<file path="config.mk">
export PLATFORM = sky130hd
export DESIGN_NAME = cache_control
export DESIGN_NICKNAME = d
export VERILOG_FILES = /design/src/source/cache_pkg.sv /design/src/source/cache_control.sv
export SDC_FILE = /design/constraint.sdc
export NUM_CORES = 1
export LEC_CHECK = 0
export ABC_AREA = 1
export ABC_CLOCK_PERIOD_IN_PS = 1600
export BUFFER_PORTS_ARGS = -buffer_cell sky130_fd_sc_hd__buf_2
export CAP_MARGIN = 0
export CORE_AREA = 2 2 39 41
export CTS_CLUSTER_SIZE = 20
export DETAILED_ROUTE_END_ITERATION = 7
export DIE_AREA = 0 0 41 43
export GPL_TIMING_DRIVEN = 0
export PLACE_DENSITY = 0.4
export RECOVER_POWER = 100
export SLEW_MARGIN = 0
export SYNTH_ARGS = -nofsm -noshare
export SYNTH_HDL_FRONTEND = slang
export SYNTH_SLANG_ARGS = --single-unit
</file>
<file path="constraint.sdc">
create_clock -name clk -period 1.6 [get_ports clk]
set_clock_uncertainty 0.1 [all_clocks]
set_input_delay 0.32 -clock clk [delete_from_list [all_inputs] [get_ports clk]]
set_output_delay 0.32 -clock clk [all_outputs]
set_load 0.02 [all_outputs]
</file>
<file path="src/source/cache_pkg.sv">
// geometry, payload types and controller states for the two-way L1 cache
package cache_pkg;

    // byte offset within a 32-byte line
    localparam int offset_bits = 5;
    // 8 sets
    localparam int index_bits = 3;
    localparam int tag_bits = 32 - index_bits - offset_bits;

    localparam int line_bits = 8 * (2 ** offset_bits);
    localparam int mask_bits = line_bits / 8;

    typedef logic [tag_bits-1:0] tag_t;
    typedef logic [line_bits-1:0] line_t;
    typedef logic [mask_bits-1:0] mask_t;

    typedef enum logic [2:0] {
        idle,
        compare,
        writeback,
        fill,
        respond
    } ctrl_state_t;

endpackage
</file>
<file path="src/source/cache_control.sv">
// cache controller FSM for lookup, writeback, fill and CPU response
`timescale 1ns/1ps

module cache_control
(
    input logic clk,
    input logic reset,
    input logic cpu_valid,
    input logic cpu_write,
    input logic hit,
    input logic victim_dirty,
    input logic pmem_ready,
    output logic cpu_ready,
    output logic pmem_valid,
    output logic pmem_write,
    output logic load_tag,
    output logic set_valid,
    output logic set_dirty,
    output logic clear_dirty,
    output logic load_data,
    output logic fill_select,
    output logic touch_lru,
    output logic wb_select
);

    cache_pkg::ctrl_state_t state;
    cache_pkg::ctrl_state_t next_state;

    always_ff @(posedge clk)
    begin
        if (reset)
        begin
            state <= cache_pkg::idle;
        end
        else
        begin
            state <= next_state;
        end
    end

    always_comb
    begin
        next_state = state;
        cpu_ready = 1'b0;
        pmem_valid = 1'b0;
        pmem_write = 1'b0;
        load_tag = 1'b0;
        set_valid = 1'b0;
        set_dirty = 1'b0;
        clear_dirty = 1'b0;
        load_data = 1'b0;
        fill_select = 1'b0;
        touch_lru = 1'b0;
        wb_select = 1'b0;

        case (state)
            cache_pkg::idle:
            begin
                if (cpu_valid)
                begin
                    next_state = cache_pkg::compare;
                end
            end
            cache_pkg::compare:
            begin
                if (hit)
                begin
                    // merge a write into the hit line
                    load_data = cpu_write;
                    set_dirty = cpu_write;
                    touch_lru = 1'b1;
                    next_state = cache_pkg::respond;
                end
                else if (victim_dirty)
                begin
                    next_state = cache_pkg::writeback;
                end
                else
                begin
                    next_state = cache_pkg::fill;
                end
            end
            cache_pkg::writeback:
            begin
                pmem_valid = 1'b1;
                pmem_write = 1'b1;
                wb_select = 1'b1;
                if (pmem_ready)
                begin
                    next_state = cache_pkg::fill;
                end
            end
            cache_pkg::fill:
            begin
                pmem_valid = 1'b1;
                fill_select = 1'b1;
                if (pmem_ready)
                begin
                    load_data = 1'b1;
                    load_tag = 1'b1;
                    set_valid = 1'b1;
                    clear_dirty = 1'b1;
                    // retire through compare as a hit
                    next_state = cache_pkg::compare;
                end
            end
            cache_pkg::respond:
            begin
                cpu_ready = 1'b1;
                next_state = cache_pkg::idle;
            end
            default:
            begin
                next_state = cache_pkg::idle;
            end
        endcase
    end

    assert property (@(posedge clk) disable iff (reset)
        (pmem_valid && !pmem_ready) |=> pmem_valid)
        else $error("pmem_valid dropped before pmem_ready");

endmodule

</file>
After elaboration in Yosys (flattened, before gate mapping)
Cells that the tools add are included.

$lt $le $gt $ge: 0. Reduce and logical (&&, ||, !) cells: 3. Muxes and demuxes: 17. Equality and inequality tests: 7. Bitwise gates (word level): 0. Shift-type cells: 0. Add/subtract/negate cells: 0. Multiply operators: 0. Div/mod/pow operators: 0.

Operators with widths (count): $mux 3 (4); $pmux 3 s4 (1); $mux 1 (11); $eq 3x2->1 const B (2); $ne 2x2->1 const B (3); $eq 3x1->1 const B (1); $eq 3x3->1 const B (1); $logic_not 3->1 (1); $reduce_and 3->1 (1); $pmux 1 s2 (1); $reduce_or 2->1 (1).

Output and inout port bits: 11. Memories kept: 0. ROM bits: 0. Flip-flop bits (word level): 3. Bits in latches: 0. Memory bits (writable): 0. Input bits: 7.

Longest topological paths before layout
Gate-level depths: netlist of run 1.

Word-level depth: 3. Depth in mapped cells: 7. Gate-level depth less buffers: 7.

Least setup slack after synthesis of run 1
OpenSTA, ideal clock, no wires.

Path type: register -> output. From: register state[1]. To: output port load_tag. Data arrival time: 1300 ps. Buffers on the path: 1. Path slack: -120 ps. Stages on the path, launching flop included: 6. Cell sequence: dfxtp_1 inv_2 nor2_4 nand2_2 nor2_1 buf_4.

Longest elaborated chain between the ends: 2.

Ends and longest elaborated chain: from (decl) (RTL line cache_control.sv:26) `cache_pkg::ctrl_state_t state;`; from (signal assigned) (RTL line cache_control.sv:33) `state <= cache_pkg::idle;`; from (signal assigned) (RTL line cache_control.sv:37) `state <= next_state;`; $eq 3x2->1; $mux 1; to (decl) (RTL line cache_control.sv:16) `output logic load_tag,`.

Every way passes these cells.

Worst setup path after layout of run 1
From: register state[1]. To: output port set_valid.

Longest elaborated chain between the ends: 2.

Ends and longest elaborated chain: $eq 3x2->1 (RTL line cache_control.sv:56) `case (state)`; $mux 1 (RTL line cache_control.sv:56); to (decl) (RTL line cache_control.sv:17) `output logic set_valid,`.

Every way passes these cells.

==> metrics, run 1 <==
count of cell types in the netlist=17; DR WL/cell=8.583 microns; TritonRoute pass-1 iters=4; grt total ovfl=0; WHS Endpoint=state[0]; Final period util=99.89%; Area Overhead vs Synth=97.99%; Clk Latency, worst-skew pair=240 ps; nets=76; Yosys top cell area share=between 20% and 30%; RSZ-0062 raised after global routing=yes; input/output buffers=17; CP arrival=roughly 1200 ps; final hold slack=approximately 170 ps; clock network fraction of total power=28.7%; # clock sinks=3; non-filler cells, final=84; antenna viol nets, final=0; vias per cell=slightly below 4; final wirelength=721 microns; Placement Setup Slack=101.7 ps; slew margin rel.=89.81%; H-tree Lvls=1; Sum Neg Setup Slack=0 ps; Hold Buf Count CTS=0; layout cell share with drive strength beyond 1=66.18%; Top reg by flops=state; RR Startpoint=state[1]; compound-cell area share of the yosys netlist=10.55%; Post-Syn Area=around 250 sq um; Hold Crit Depth=2; placed instance area=356.6 sq um; mux contribution to synthesized area=0%; Mapped Cells=41; R2R setup slack=about 350 ps; flop and latch count out of synthesis=3; busiest layer in global routing=met1; first-pass GRT wire length=approximately 1.2 mm; Die Height=43 microns; Worst Tran Pin Value=152.4 ps; Syn Area/Cell=6.073 sq um; Top Registers=state: 3 flops; Post-Place Cells=74; Setup WS post-layout=1.777 ps; ANT cells=0; Post-Synth Adder-Cell Area=0%; Psw=178.7 uW; final setup fails=0; Leak Pwr=0.2869 nW; clock-pin slew on the worst setup and hold paths=40 ps; synth top area cells=dfxtp_1 (24%), nand2_1 (11%), buf_4 (9.0%); Final Max Slew Viols=0; Max Cap Violations=0; Synth Net Count=48; cell-internal power=293.8 uW; Register Area=68.82 sq um; IO Count=18; met2 usage=12.50%; worst-path fanout max=3; main combinational cell family by area after synthesis=simple AND/OR/NAND/NOR gates; initial core utilization=17.99%; status=complete, no violations; Critical Path Sink Type=output port; RePlAce Congestion=around 0.67; Synth Warn #=0; Fmax achieved=~0.63 GHz; Setup Crit Path Kind=flop to output port; XOR/XNOR Fraction of Synth Area=0%; cell taking the most area after synthesis=dfxtp_1; Post-route DRC=0; met3 Use GR=between 6 and 7%; RR Endpoint=state[0]; Hold Path Origin=reset; register area share after synthesis=about a quarter; placed wire-length estimate=just under 500 microns; Largest register FFs=3; R2R cell count=9; Sw Share=37.82%; post-synthesis simple-gate area fraction=39.20%; GR Util met1=13.69%; worst IR drop on VDD=0.0003895 V; detailed router's first-iteration violation count=5; CTS Buffer Depth=2; CTS tree=built; final instance area=about 490 sq um; vias in the first global route=304; pwr dens=958.4 mW/mm^2; GRT Resource Usage Total=between 10% and 20%; Core Region=0.001384 sq mm; Tmin final=1598 ps; Final Hold Viols=0; TritonCTS buffer count=3; Startpoint Class=flop; Hold Crit Class=input pin to flop; Seq pwr share=22.7%; WP data required=1180 ps; Gate power share=between 40% and 50%; fillers=between 150 and 200; die area=between 0.0015 and 0.002 sq mm; area of the multi-input gates=between 150 and 200 sq um; die width=41 microns; FP Rows=14; Vias=roughly 330; clock root cell=clkbuf_4; pin count of the biggest net entering global routing=5; initial antenna violation count=0
## per-layer routing
layer	part of all wire, %	up-vias
li1	-	176
met2	51	12
met5	0	-
met1	41	141
met4	0	0
met3	7.8	0
## repair_timing
item / CTS / global route
endpoints found under the hold margin: 0 / 0
resized for setup: 15 / 6
setup buffers: 4 / 2
pin swaps: 4 / 4
endpoints found under the setup margin: 7 / 8
## power groups by stage
| stage | clock, mW | sequential [mW] | combinational (mW) |
|---|---|---|---|
| 5_1_grt | 0.148 | 0.109 | 0.255 |
| 2_1_floorplan | 0 | 0.102 | 0.114 |
| 3_5_place_dp | 0 | 0.106 | 0.156 |
| 3_3_place_gp | 0 | 0.107 | 0.157 |
| 6_report | 0.136 | 0.107 | 0.230 |
| 4_1_cts | 0.141 | 0.107 | 0.212 |
## metrics by stage
step / power (mW) / util, %
3_3_place_gp: 0.2632 / 25.77
3_5_place_dp: 0.2613 / 25.77
6_report: 0.4725 / 35.62
2_1_floorplan: 0.2160 / -
4_1_cts: 0.4599 / 33.18
5_1_grt: 0.5125 / 35.62
## kinds of logic after synthesis
| logic type | after synthesis |
|---|---|
| AOI/OAI and AO/OA | 4 |
| buffers and inverters | 14 |
| DFF | 3 |
| and+or+nand+nor | 20 |
## area by class of cell
type | instances | share of cell area [%]
multi-input combinational | 24 | 30.71
inverter | 11 | 9.137
buffer | 3 | 4.569
sequential | 3 | 13.96
clock buffer | 4 | 5.330
tap | 16 | 4.061
timing repair buffer | 23 | 32.23
## synthesized netlist by cell type (all sizes together)
| library cell | number |
|---|---|
| clkinv | 2 |
| nor2 | 7 |
| a31oi | 1 |
| nand2 | 9 |
| nor3 | 2 |
| dfxtp | 3 |
| inv | 9 |
| o22ai | 1 |
| a21oi | 1 |
| o21ai | 1 |
| nand3 | 2 |
| buf | 3 |
## layout by cell type, fill, tap and decap left out, drive strengths merged
| cell | n |
|---|---|
| nor2 | 7 |
| a31oi | 1 |
| o22ai | 1 |
| o21ai | 1 |
| a21oi | 1 |
| dfxtp | 3 |
| buf | 26 |
| inv | 9 |
| nand2 | 9 |
| clkinv | 2 |
| nand3 | 2 |
| clkbuf | 4 |
| nor3 | 2 |
## worst max path at each step
stage,from,endpoint,slack (ps)
after global routing,state[1],set_valid,-50
after floorplan,state[1],load_tag,10
final,state[1],set_valid,2
after CTS,state[0],load_data,-20
after detailed placement,state[1],set_valid,100
after global placement,state[0],load_data,100
## worst max-delay path, cell delays in order (launching register included)
cell and delay [ps]:
dfxtp_4 360, inv_2 50, nor2_4 120, nand2_4 90
nor2_4 100, buf_4 110, buf_6 100
(Power assumes the default switching activity.)
==> run 2, diff against run 1 <==
Settings changed: ABC_AREA 1 to 0, PLACE_DENSITY 0.4 to 0.38.
==> metrics, run 2 <==
slew margin rel.=81.01% (was 89.81%); Gate power share=30.8% (was 48.6%); Worst Tran Pin Value=284.1 ps (was 152.4 ps); CP arrival=1320 ps (was 1180 ps); worst IR drop on VDD=0.0003340 V (was 0.0003895 V); cell-internal power=225.7 uW (was 293.8 uW); TritonRoute pass-1 iters=2 (was 4); failing checks=setup timing; Tmin final=1735 ps (was 1598 ps); CTS Buffer Depth=2 (unchanged); Synth Flop Type=dfxtp_1 (unchanged); DR WL/cell=9.773 microns (was 8.583 microns); clock root cell=clkbuf_4 (unchanged); vias per cell=3.894 (was 3.917); Post-route DRC=0 (unchanged); Synth Net Count=32 (was 48); Clk Latency, worst-skew pair=230 ps (was 240 ps); input/output buffers=17 (unchanged); clock-pin slew on the worst setup and hold paths=40 ps (about the same); Final period util=108.5% (was 99.89%); final wirelength=645 microns (was 721 microns); met3 Use GR=1.571% (was 6.283%); WP data required=1180 ps (about the same); register area share after synthesis=27.43% (was 24.12%); IO Count=18 (unchanged); Hold Crit Class=input pin to flop (unchanged); crit-path max cell delay=350 ps (was 360 ps); Slowest-stage cell, CP=dfxtp_4 (unchanged); Core Region=0.001384 sq mm (unchanged); Top reg by flops=state (unchanged); Die Height=43 microns (unchanged); vias in the first global route=234 (was 304); cell taking the most area after synthesis=dfxtp_1 (unchanged); Vias=257 (was 329); nets=58 (was 76); Critical Path Sink Type=output port (unchanged); GR Util met1=9.904% (was 13.69%); Setup Crit Path Kind=flop to output port (unchanged); worst-path fanout max=4 (was 3); Final Hold Viols=0 (unchanged); flop and latch count out of synthesis=3 (unchanged); Post-Syn Area=219.0 sq um (was 249.0 sq um); Final Max Slew Viols=0 (unchanged); Finished Core Util=32.28% (was 35.62%); Sw Share=27.70% (was 37.82%); Largest register FFs=3 (unchanged); commonest non-fill, non-tap cell in the layout=buf_2 (was buf_4); count of cell types in the netlist=17 (unchanged); most frequent cells in the layout=buf_2 (9), buf_6 (8), buf_4 (6), clkbuf_4 (3) (was buf_4 (13), buf_2 (10), nand2_1 (6), inv_1 (5), nor2_1 (5)); asr flop ratio synth=0% (unchanged); layout cell share with drive strength beyond 1=74.00% (was 66.18%); Max Cap Violations=0 (unchanged); worst path cell trace=and4bb_4 > and2_4 > or2_1 > buf_6 (was inv_2 > nor2_4 > nand2_4 > nor2_4 > buf_4 > buf_6); Synth Warn #=0 (unchanged); RSZ-0062 raised after global routing=yes (unchanged); H-tree Lvls=1 (unchanged); placed wire-length estimate=410.7 microns (was 493.8 microns); detailed router's first-iteration violation count=1 (was 5); initial core utilization=15.82% (was 17.99%); Seq pwr share=27.3% (was 22.7%); Placement Setup Slack=15.66 ps (was 101.7 ps); Post-synth top cells=buf_4 (4), dfxtp_1 (3), nor2b_1 (3), nor2_1 (2) (was nand2_1 (7), nor2_1 (6), inv_1 (5), inv_2 (4)); Hold Buf Count CTS=0 (unchanged); die width=41 microns (unchanged); Register Area=68.82 sq um (unchanged); pin count of the biggest net entering global routing=10 (was 5); Fmax achieved=0.5762 GHz (was 0.6257 GHz); Leak Pwr=0.2189 nW (was 0.2869 nW); final setup fails=4 (was 0); grt total ovfl=0 (unchanged); met2 usage=10.31% (was 12.50%); status=finished with violations (was complete, no violations); Syn Area/Cell=8.758 sq um (was 6.073 sq um); die area=0.001763 sq mm (unchanged); Top Registers=state: 3 flops (unchanged); Yosys top cell area share=27.43% (was 24.12%); GRT Resource Usage Total=7.916% (was 10.41%); Area Overhead vs Synth=104.0% (was 97.99%); FP Rows=14 (unchanged); number of synthesized flops with an enable pin=0 (unchanged); Mapped Cells=25 (was 41); TritonCTS buffer count=3 (unchanged); Psw=86.48 uW (was 178.7 uW); antenna viol nets, final=0 (unchanged); synth top area cells=dfxtp_1 (27%), buf_4 (14%), nor2b_1 (8.6%) (was dfxtp_1 (24%), nand2_1 (11%), buf_4 (9.0%)); first-pass GRT wire length=917 microns (was 1.200 mm); PnR Total Power=312.2 uW (was 472.5 uW); busiest layer in global routing=met2 (was met1); initial antenna violation count=0 (unchanged); RePlAce Congestion=0.5862 (was 0.6691); Setup WS post-layout=-135.4 ps (was 1.777 ps); area of the multi-input gates=141.4 sq um (was 151.4 sq um); count leader, synth=buf_4 (was nand2_1); clock network fraction of total power=41.9% (was 28.7%); CTS tree=built (unchanged); final hold slack=174.2 ps (was 165.9 ps); Startpoint Class=flop (unchanged); fillers=153 (was 155); pwr dens=698.8 mW/mm^2 (was 958.4 mW/mm^2); ANT cells=0 (unchanged); # clock sinks=3 (unchanged)
[run 2: worst max-delay path: cells and delay by family (launching register included)]
family | cells | cell delay, ps
simple gates | 3 | 590
flops | 1 | 350
buf+inv | 1 | 140
[run 2: area by class of cell]
cell class / count / area share, %
buffer: 3 / 6.723
clock buffer: 4 / 5.882
multi-input combinational: 18 / 31.65
sequential: 3 / 15.41
tap: 16 / 4.482
timing repair buffer: 22 / 35.85
[run 2: power groups by stage]
stage / registers (mW) / logic [mW] / clock network, mW
after floorplan: 0.0852 / 0.0511 / 0
after global placement: 0.0864 / 0.0741 / 0
after detailed placement: 0.0865 / 0.0739 / 0
after CTS: 0.0849 / 0.0872 / 0.140
after global routing: 0.0860 / 0.104 / 0.141
final: 0.0851 / 0.0961 / 0.131
[run 2: kinds of logic after synthesis]
logic type             count (synthesis)  share of synthesized area (%)
AOI/OAI and AO/OA                      3                          10.28
buffers and inverters                  4                          13.71
DFF                                    3                          27.43
and+or+nand+nor                       15                          48.58
[run 2: path summary, 6_finish.rpt]
| kind | startpoint | to | slack (ps) | depth (start not counted) |
|---|---|---|---|---|
| setup / recovery | state[1] | load_data | -140 | 4 |
| hold / removal | reset | state[2] | 170 | 2 |
| setup reg to reg | state[0] | state[0] | 400 | 4 |
| hold reg to reg | state[1] | state[0] | 350 | 1 |
[run 2: per-layer routing]
| metal | share of wire [%] | vias to the layer above |
|---|---|---|
| li1 | - | 134 |
| met1 | 43 | 112 |
| met2 | 48 | 11 |
| met3 | 8.5 | 0 |
| met4 | 0 | 0 |
| met5 | 0 | - |
[run 2: timing repair]
item | CTS | global route
buffers inserted | 4 | 1
pin swaps | 4 | 0
endpoints found under the setup margin | 6 | 7
gates resized for setup | 16 | 5
[run 2: through the flow]
stage | setup TNS (ps) | cell area, sq um | cells
finish | -232.1 | 446.7 | 66
global route | -548.0 | 446.7 | 66
CTS | -205.1 | 421.7 | 65
detailed placement | 0 | 326.6 | 58
global placement | 0 | 326.6 | 58
floorplan | 0 | 221.5 | 25
